**config.mk**
```make
export PLATFORM = sky130hd
export DESIGN_NAME = btac_lookup
export DESIGN_NICKNAME = d
export VERILOG_FILES = /design/src/btac_pkg.sv /design/src/btac_lookup.sv
export SDC_FILE = /design/constraint.sdc
export NUM_CORES = 1
export LEC_CHECK = 0
export BUFFER_PORTS_ARGS = -buffer_cell sky130_fd_sc_hd__buf_2
export CELL_PAD_IN_SITES_DETAIL_PLACEMENT = 1
export CELL_PAD_IN_SITES_GLOBAL_PLACEMENT = 1
export CORE_AREA = 2 2 219 221
export DETAILED_ROUTE_END_ITERATION = 16
export DIE_AREA = 0 0 221 223
export PLACE_DENSITY_LB_ADDON = 0.08
export SLEW_MARGIN = 30
export SYNTH_ARGS = -nofsm -noshare
export SYNTH_HDL_FRONTEND = slang
export SYNTH_SLANG_ARGS = --single-unit
export TNS_END_PERCENT = 10
```
**constraint.sdc**
```tcl
create_clock -name vclk -period 1.3
set_clock_uncertainty 0.2 [all_clocks]
set_input_delay 0.13 -clock vclk [all_inputs]
set_output_delay 0.13 -clock vclk [all_outputs]
set_load 0.05 [all_outputs]
```
**src/btac_pkg.sv**
```systemverilog
package btac_pkg;

  // ============================================================
  // Table geometry
  // ============================================================

  localparam int xlen = 32;

  localparam int btb_entries = 64;  // One word per halfword slot in a 128-byte window

  localparam int btb_index_width = $clog2(btb_entries);  // Indexed by pc bits 6 down to 1

  localparam int btb_word_width = 3 * xlen;

  // ============================================================
  // Table entry
  // ============================================================

  // Prediction and write logic see three fields; the table itself
  // stores and tests one raw word
  typedef union packed {
    struct packed {
      logic [xlen-1:0] tag_pc;   // Pc of the resolved jump
      logic [xlen-1:0] target;   // Where the jump went
      logic [xlen-1:0] next_pc;  // Fall-through pc of the jump
    } fields;
    logic [btb_word_width-1:0] raw;  // All zero marks an empty slot
  } btb_entry_u;

endpackage
```
**src/btac_lookup.sv**
```systemverilog
`timescale 1ns/1ps

module btac_lookup import btac_pkg::*; (
  input  logic                       clear,
  input  logic [xlen-1:0]            get_pc,
  input  logic                       upd_jal0,
  input  logic                       upd_jal1,
  input  logic                       upd_jalr0,
  input  logic                       upd_jalr1,
  input  logic                       upd_branch0,
  input  logic                       upd_branch1,
  input  logic                       upd_jump0,
  input  logic                       upd_jump1,
  input  logic [xlen-1:0]            upd_pc0,
  input  logic [xlen-1:0]            upd_pc1,
  input  logic [xlen-1:0]            upd_npc0,
  input  logic [xlen-1:0]            upd_npc1,
  input  logic [xlen-1:0]            upd_addr0,
  input  logic [xlen-1:0]            upd_addr1,
  input  btb_entry_u                 btb_rdata,
  output logic [btb_index_width-1:0] btb_raddr,
  output logic                       btb_wen,
  output logic [btb_index_width-1:0] btb_waddr,
  output btb_entry_u                 btb_wdata,
  output logic                       pred_branch,
  output logic [xlen-1:0]            pred_baddr,
  output logic [xlen-1:0]            pred_pc,
  output logic                       mrg_jal,
  output logic                       mrg_jalr,
  output logic                       mrg_branch,
  output logic                       mrg_jump,
  output logic [xlen-1:0]            mrg_addr,
  output logic [xlen-1:0]            mrg_npc
);

  logic [xlen-1:0] mrg_pc;
  logic            entry_valid;
  logic            tag_match;

  // ============================================================
  // Slot merge
  // ============================================================

  always_comb begin
    mrg_jal    = upd_jal0 | upd_jal1;
    mrg_jalr   = upd_jalr0 | upd_jalr1;
    mrg_branch = upd_branch0 | upd_branch1;
    mrg_jump   = upd_jump0 | upd_jump1;

    // A jump in slot 0 is older in program order, so its payload wins
    if (upd_jump0) begin
      mrg_pc   = upd_pc0;
      mrg_npc  = upd_npc0;
      mrg_addr = upd_addr0;
    end else begin
      mrg_pc   = upd_pc1;
      mrg_npc  = upd_npc1;
      mrg_addr = upd_addr1;
    end
  end

  // ============================================================
  // Table write
  // ============================================================

  always_comb begin
    btb_wen   = mrg_branch & mrg_jump & ~clear;  // Only resolved jumps allocate
    btb_waddr = mrg_pc[btb_index_width:1];

    btb_wdata.fields.tag_pc  = mrg_pc;
    btb_wdata.fields.target  = mrg_addr;
    btb_wdata.fields.next_pc = mrg_npc;
  end

  // ============================================================
  // Prediction
  // ============================================================

  assign btb_raddr = get_pc[btb_index_width:1];

  assign entry_valid = |btb_rdata.raw;  // Zero word means never written
  assign tag_match   = (btb_rdata.fields.tag_pc == get_pc);

  always_comb begin
    if (clear) begin
      pred_branch = 1'b0;
      pred_baddr  = '0;
      pred_pc     = '0;
    end else begin
      pred_branch = entry_valid & tag_match;  // Full pc tag so aliases never hit
      pred_baddr  = btb_rdata.fields.target;
      pred_pc     = btb_rdata.fields.next_pc;
    end
  end

endmodule

```
==> flow_summary.json <==
{
  "crit_buf_inv": 2,
  "p_leak_nw": 4.16,
  "worst-setup-path-type": "in -> out",
  "drv_cap": 0,
  "final_max_slew_viol_count": 0,
  "min_path_type": "in -> out",
  "path_max_fanout": 2,
  "rsz0062_at_grt": "true",
  "cp_top_family": "simple AND/OR/NAND/NOR gates",
  "drive_gt1_share_pct": 89.5,
  "dieArea_um2": 49300,
  "cp-start-kind": "input pin",
  "hold_violations": 0,
  "p_clk_share_pct": 0,
  "synth.area.top_cells": "mux2_2 (39%), buf_4 (21%), nor2b_1 (15%), xnor2_1 (9.9%), nor4_1 (5.9%)",
  "timing.final.ws_setup_ns": -0.401,
  "ir_drop_v": 0.000247,
  "grtUsageTotal_pct": 9.87,
  "wl_per_cell_um": 17.8,
  "fin_crit_sh_pct": 131,
  "vias": 4647,
  "setup_viol": 162,
  "max_stage_delay_ns": 0.27,
  "syn_area_um2": 2750,
  "end_kind": "output port",
  "hpwl_um": 24000,
  "seqPwrFrac_pct": 0,
  "synth_top_cell_by_area": "mux2_2",
  "num_rows": 80,
  "fp.coreArea_um2": 47100,
  "num_antenna_cells": 0,
  "clockBufferCount": 0,
  "area_growth_syn_to_layout_pct": 205,
  "synth_most_common_cell": "mux2_2",
  "fmax_mhz": 588,
  "gr-total-overflow": 0,
  "antenna_found_initial": 0,
  "finalInstanceArea_um2": 8390,
  "status": "finished, violations left",
  "die_h_um": 223,
  "grt_pass1_wl_um": 36100,
  "worst-slew-pin-transition_ns": 0.423,
  "antenna_left": 0,
  "worst_ep_arrival_time_ns": 1.37,
  "grt_pass1_vias": 5173,
  "ys_warn_count": 0,
  "dpl_cell_area_um2": 6430,
  "powerDensity_nw_per_um2": 582,
  "violations": "setup timing",
  "grt_start_max_net_pins": 28,
  "initialDrtViolationCount": 67,
  "synth_cell_types": 19,
  "dr.pass1.iters": 4,
  "p_switching_w": 0.00288,
  "vias_per_cell": 3.12,
  "syn-instance-count": 336,
  "wirelength_um": 26500,
  "slew_headroom_pct": 71.6,
  "synth_top_area_share_pct": 38.5,
  "port_buffers": 571,
  "cp_cell_sequence": "buf_2 > xnor2_1 > nand4_1 > nor4_1 > nand3_1 > a21oi_2 > buf_6",
  "synth.top_cells.by_count": "mux2_2 (94), buf_4 (76), nor2b_1 (64)",
  "whs_ns": 0.373,
  "fin_nets": 1204,
  "ios": 571,
  "postSynthAreaPerCell_um2": 8.17,
  "seqCellArea_um2": 0,
  "synth_nets": 665,
  "p_sw_share_pct": 59.1,
  "fp.dieW_um": 221,
  "fin_crit_ns": 1.70,
  "design.seq.count": 0,
  "crit_required_ns": 0.97,
  "combPwrFrac_pct": 100.0,
  "crit_slowest_cell": "nor4_1",
  "seq_area_frac_synth_pct": 0,
  "internal_power_w": 0.00200,
  "place.gp.congestion": 0.753,
  "start_util_pct": 5.83,
  "drc": 0,
  "post-place-ws_ns": -0.713
}
==> final timing paths <==
check	from	to	slack, ns	depth (start not counted)
worst min-delay path	get_pc[3]	btb_raddr[2]	0.37	2
worst max-delay path	btb_rdata[67]	pred_branch	-0.40	7
==> power groups by stage <==
stage / clock network (W) / logic, W / registers (W)
after floorplan: 0 / 0.00289 / 0
after global placement: 0 / 0.00401 / 0
after detailed placement: 0 / 0.00397 / 0
after CTS: 0 / 0.00484 / 0
after global routing: 0 / 0.00509 / 0
final: 0 / 0.00488 / 0
==> cells in the final DEF (no fill, tap or decap), drive strengths merged <==
| cell type | instances |
|---|---|
| buf | 631 |
| nor2b | 64 |
| a21oi | 1 |
| nor2 | 1 |
| nor3 | 2 |
| nand3 | 2 |
| xor2 | 1 |
| and3b | 1 |
| nand4 | 13 |
| xnor2 | 31 |
| mux2 | 96 |
| nor4 | 26 |
| or2 | 4 |
==> kinds of logic after synthesis <==
family / share of synthesized area, %
AND/OR/NAND/NOR: 25.6
buffers and inverters: 24.7
AO/OA/AOI/OAI: 0.182
multiplexers: 39.4
XOR/XNOR: 10.2
==> final cells by class <==
cell class	count	area [um2]
multi-input cells	242	2620
repair buffers	631	5000
fillers	5590	38800
well taps	615	769
==> stage by stage <==
stage               util, %  instances  total power [W]  setup TNS [ns]
floorplan                 -        336          0.00289          -20.18
global placement       13.6       1485          0.00401          -33.31
detailed placement     13.6       1485          0.00397          -33.30
CTS                    17.3       1489          0.00484          -15.98
global route           17.8       1488          0.00509          -13.56
finish                 17.8       1488          0.00488           -8.45
==> layer usage <==
layer	part of all wire [%]	vias up	GRT usage [%]
met5	0	-	0
met4	0.14	0	0.108
met3	7.6	2	2.52
met2	60	267	21.8
met1	32	2195	9.31
li1	-	2183	-
==> timing repair <==
action	CTS	global route
hold buffers	0	0
setup endpoints to repair	214	197
pin swaps	14	3
gates resized for setup	478	78
cloned	3	0
setup buffers	1	0
Power figures use the tool's default switching activity.
