## config.mk

```make
export PLATFORM = sky130hd
export DESIGN_NAME = btac_resolve
export DESIGN_NICKNAME = d
export VERILOG_FILES = /design/src/btac_pkg.sv /design/src/btac_resolve.sv
export SDC_FILE = /design/constraint.sdc
export NUM_CORES = 1
export LEC_CHECK = 0
export ABC_AREA = 1
export BUFFER_PORTS_ARGS = -buffer_cell sky130_fd_sc_hd__buf_4
export CAP_MARGIN = 5
export CORE_AREA = 5 5 102 104
export DETAILED_ROUTE_END_ITERATION = 12
export DIE_AREA = 0 0 107 109
export PLACE_DENSITY = 0.77
export RECOVER_POWER = 25
export SYNTH_ARGS = -nofsm -noshare
export SYNTH_HDL_FRONTEND = slang
export SYNTH_SLANG_ARGS = --single-unit
```

## constraint.sdc

```tcl
create_clock -name clock -period 2 [get_ports clock]
set_input_delay 0.2 -clock clock [delete_from_list [all_inputs] [get_ports clock]]
set_output_delay 0.2 -clock clock [all_outputs]
set_load 0.03 [all_outputs]
```

## src/btac_pkg.sv

```systemverilog
package btac_pkg;

  // ============================================================
  // Table geometry
  // ============================================================

  localparam int xlen = 32;

  localparam int btb_entries = 64;  // One word per halfword slot in a 128-byte window

  localparam int btb_index_width = $clog2(btb_entries);  // Indexed by pc bits 6 down to 1

  localparam int btb_word_width = 3 * xlen;

  // ============================================================
  // Table entry
  // ============================================================

  // Prediction and write logic see three fields; the table itself
  // stores and tests one raw word
  typedef union packed {
    struct packed {
      logic [xlen-1:0] tag_pc;   // Pc of the resolved jump
      logic [xlen-1:0] target;   // Where the jump went
      logic [xlen-1:0] next_pc;  // Fall-through pc of the jump
    } fields;
    logic [btb_word_width-1:0] raw;  // All zero marks an empty slot
  } btb_entry_u;

endpackage
```

## src/btac_resolve.sv

```systemverilog
`timescale 1ns/1ps

module btac_resolve import btac_pkg::*; (
  input  logic            clock,
  input  logic            reset,
  input  logic            clear,
  input  logic            taken,
  input  logic [xlen-1:0] taddr,
  input  logic [xlen-1:0] tpc,
  input  logic            mrg_jal,
  input  logic            mrg_jalr,
  input  logic            mrg_branch,
  input  logic            mrg_jump,
  input  logic [xlen-1:0] mrg_addr,
  input  logic [xlen-1:0] mrg_npc,
  output logic [xlen-1:0] pred_maddr,
  output logic            pred_miss,
  output logic [xlen-1:0] pred_raddr,
  output logic            pred_rest
);

  logic            taken_q;
  logic [xlen-1:0] taddr_q;
  logic [xlen-1:0] tpc_q;

  logic            rec_valid;
  logic [xlen-1:0] rec_addr;
  logic [xlen-1:0] rec_pc;
  logic            rec_keep;

  // A strobe in this cycle replaces the held record at once
  always_comb begin
    if (taken) begin
      rec_valid = 1'b1;
      rec_addr  = taddr;
      rec_pc    = tpc;
    end else begin
      rec_valid = taken_q;
      rec_addr  = taddr_q;
      rec_pc    = tpc_q;
    end
  end

  // ============================================================
  // Resolution
  // ============================================================

  always_comb begin
    pred_maddr = '0;
    pred_miss  = 1'b0;
    pred_raddr = '0;
    pred_rest  = 1'b0;
    rec_keep   = rec_valid;

    if (!clear) begin
      pred_raddr = mrg_addr;
      pred_rest  = mrg_jal | mrg_jalr;  // Return stack acts on any link jump

      if (mrg_branch) begin
        if (!rec_valid) begin
          if (mrg_jump) begin
            pred_maddr = mrg_addr;  // Fetch went straight on past a taken jump
            pred_miss  = 1'b1;
          end else begin
            pred_maddr = mrg_npc;
          end
        end else begin
          rec_keep = 1'b0;  // Each resolved branch uses up the record
          if (mrg_jump) begin
            pred_maddr = mrg_addr;
            pred_miss  = (mrg_addr != rec_addr);
          end else begin
            pred_maddr = rec_pc;  // Predicted taken but fell through
            pred_miss  = 1'b1;
          end
        end
      end
    end
  end

  always_ff @(posedge clock) begin
    if (!reset || clear) begin
      taken_q <= 1'b0;
      taddr_q <= '0;
      tpc_q   <= '0;
    end else begin
      taken_q <= rec_keep;
      taddr_q <= rec_addr;
      tpc_q   <= rec_pc;
    end
  end

endmodule

```

==> qor.txt <==
Max Fclk - 530.0 MHz
Total congestion overflow - 0
Worst stage delay on the critical path - 350 ps
Post-synthesis instance total - 645
Slew headroom - 34.62%
Final min period - 1887 ps
DR vias - 4804
Prevailing post-synth register cell - dfxtp_1
Area grow syn2layout - 43.53%
DRC - 0
Worst EP required - 1800 ps
Rows - 36
LEAKAGE - 3.193 nW
Cell area after layout - 5829 um2
Least-Margin Pin Slew - 978.3 ps
Routed Antenna Nets - 0
Hold crit path type - primary input to register
RSZ-0062 raised after global routing - no
Post-DR vias/cell - 5.025
Final setup vio count - 0
CP most frequent cell - buf_4
Max VDD drop - 0.3422 mV
Status - finished clean
Fin. Hold Viols - 0
Pre-antenna DRT Iters - 5
Clk buf depth - 2
Initial DRC count - 304
Inserted Clock Buffers - 9
TritonCTS Sinks - 65
Crit path kind - register to primary output
Logic pwr share - 29.1%
Pwr per Cell Area - 599.3 nW/um2
Fin cells - 956
Main area contributors after synthesis - dfxtp_1 (32%), nand2_1 (16%), nor2_1 (13%), inv_1 (6.8%), mux2i_1 (4.9%)
Hold slack - 46.91 ps
Initial Utilization - 42.94%
WL per Instance - 15.35 um
Synth Area per Inst - 6.297 um2
Antenna Cells - 0
CP endpoint kind - primary output
Synth Cell Area - 4061 um2
Synth top area share - 32.04%
Maxcap violations - 0
Crit path DAT - 1690 ps
H-tree Lvls - 3
CP Launch Type - register
Largest net degree at the start of global routing - 34
Worst-path clk slew - 60 ps
Final period util - 94.33%
Crit-path cells - nor2_4, nand2_1, buf_4, nor2_1, a211oi_1, buf_4
Power Internal - 2.404 mW
Placed cell count - 940
Cts-stage hold buffer count - 0
Full die area - 11660 um2
Worst-Skew Late Latency - 330 ps
Post-synth EDFFs - 0
Core area - 9459 um2
Worst Path Max Fanout - 14
Sequential share of power - 38.8%
First-pass GRT wire length - 22220 um
Count of cell types in the netlist - 29
Flop and latch count out of synthesis - 65
Sequential share of the synthesized area - 32.04%
Slew Viols, Final - 0
Syn_nets - 781
Cell accounting for the most synthesized area - dfxtp_1
I/O pins - 202
Sw frac - 31.20%
DIE HEIGHT - 109 um
Port Buffers - 201
CTS tree - yes
Initial antenna violation count - 0
Clock share of power - 32.1%
Net Sw Power - 1.090 mW
Layout Nets - 974
Vias in the first global route - 4573
Post-synthesis async set-or-reset flop share - 0%
Layout cells sized above 1 - 29.93%
Placed Instance Area - 5647 um2
Die W - 107 um
Clock root buffer - clkbuf_8
Setup TNS - 0 ps
Final HPWL DP - 11690 um
Fin Clk Skew - 0 ps
Final wirelength - 14680 um
Placer Congestion - 0.9487
GRT Overall Usage - 24.50%
Yosys warns - 0
Total power - 3.494 mW
Crit-path slowest cell - dfxtp_1
critical path: cells and delay by family (launching register included):
kind / cells / cell delay, ps
buf+inv: 2 / 450
flops: 1 / 350
compound gates: 1 / 310
simple gates: 3 / 230
cells in the mapped netlist (3+ instances only):
cell type  instances
nand2_1          171
nor2_1           140
inv_1             74
dfxtp_1           65
a21oi_1           26
nand3_1           26
mux2i_1           20
o21ai_0           16
a211oi_1          13
buf_2             10
nand2_4           10
o22ai_1           10
buf_4              9
nand2_2            9
clkbuf_1           8
a221oi_1           7
o21ai_1            7
o211ai_1           6
buf_6              4
inv_2              3
flip-flops by register name (all words and copies together), names as in the netlist:
name,count
taddr_q,32
tpc_q,32
taken_q,1
repair_timing:
action | in CTS | in global routing
gates resized for setup | 0 | 4
setup endpoints to repair | 2 | 7
setup buffers | 1 | 0
pin swaps | 1 | 0
stage by stage:
stage          setup WS, ps  utilization (%)
6_report              113.4            61.63
5_1_grt               8.721            61.63
3_5_place_dp          132.6            59.70
2_1_floorplan         156.9                -
3_3_place_gp          176.3            59.70
4_1_cts               106.3            61.84
cell type report:
class | count | area, um2
Inverter | 78 | 302.8
Clock buffer | 12 | 155.1
Fill cell | 896 | 3630
Multi-Input combinational cell | 469 | 2246
Tap cell | 114 | 142.6
Sequential cell | 65 | 1301
Timing Repair Buffer | 215 | 1642
Clock inverter | 3 | 40.04
layer usage:
metal	GRT usage, %	part of all wire (%)
met5	0	0
met4	9.589	2.3
met3	3.967	5.7
met2	41.91	50
met1	31.00	42
power by group through the flow:
stage / logic [mW] / clock network [mW] / registers [mW]
CTS: 1.02 / 1.14 / 1.35
detailed placement: 1.01 / 0 / 1.38
floorplan: 0.575 / 0 / 1.38
global route: 1.11 / 1.21 / 1.36
finish: 1.02 / 1.12 / 1.36
global placement: 1.00 / 0 / 1.38
path summary, 6_finish.rpt:
check        depth (start not counted)                   from                     to  slack (ps)
max                                  6     taken_q$_SDFF_PP0_         pred_maddr[14]         110
min reg2reg                          2  taddr_q[6]$_SDFF_PP0_  taddr_q[6]$_SDFF_PP0_         480
min                                  2             mrg_branch     taken_q$_SDFF_PP0_          50
max reg2reg                          2   tpc_q[16]$_SDFF_PP0_   tpc_q[16]$_SDFF_PP0_        1230
kinds of logic (layout without fill, tap and decap cells):
logic type	Yosys count	count (layout)	synth area share (%)
XOR/XNOR	1	1	0.2157
AO/OA/AOI/OAI	88	88	13.22
AND/OR/NAND/NOR	360	360	36.94
multiplexers	20	20	4.929
flip-flops	65	65	32.04
buffers and inverters	111	308	12.66
layout by cell type (no fill, tap or decap):
cell type  synthesis  routed
dfxtp_1           65      65
clkbuf_2           0       1
a211oi_1          13      13
buf_4              9     209
o21ai_0           16      16
nand2_1          171     171
mux2i_1           20      20
clkbuf_8           0      11
o21ai_1            7       7
inv_4              0       2
nand4_1            1       1
nor2_1           140     140
o221ai_1           2       2
o211ai_1           6       6
nand3_1           26      26
nand2_4           10      10
a221oi_1           7       7
o21a_1             1       1
clkinv_2           0       2
nand2_2            9       9
nor2_4             2       2
clkbuf_1           8       3
inv_1             74      74
buf_12             1       3
nor3_1             1       1
inv_2              3       1
a21oi_1           26      26
bufinv_16          0       1
xor2_1             1       1
inv_6              1       1
o22ai_1           10      10
(Power assumes the default switching activity.)
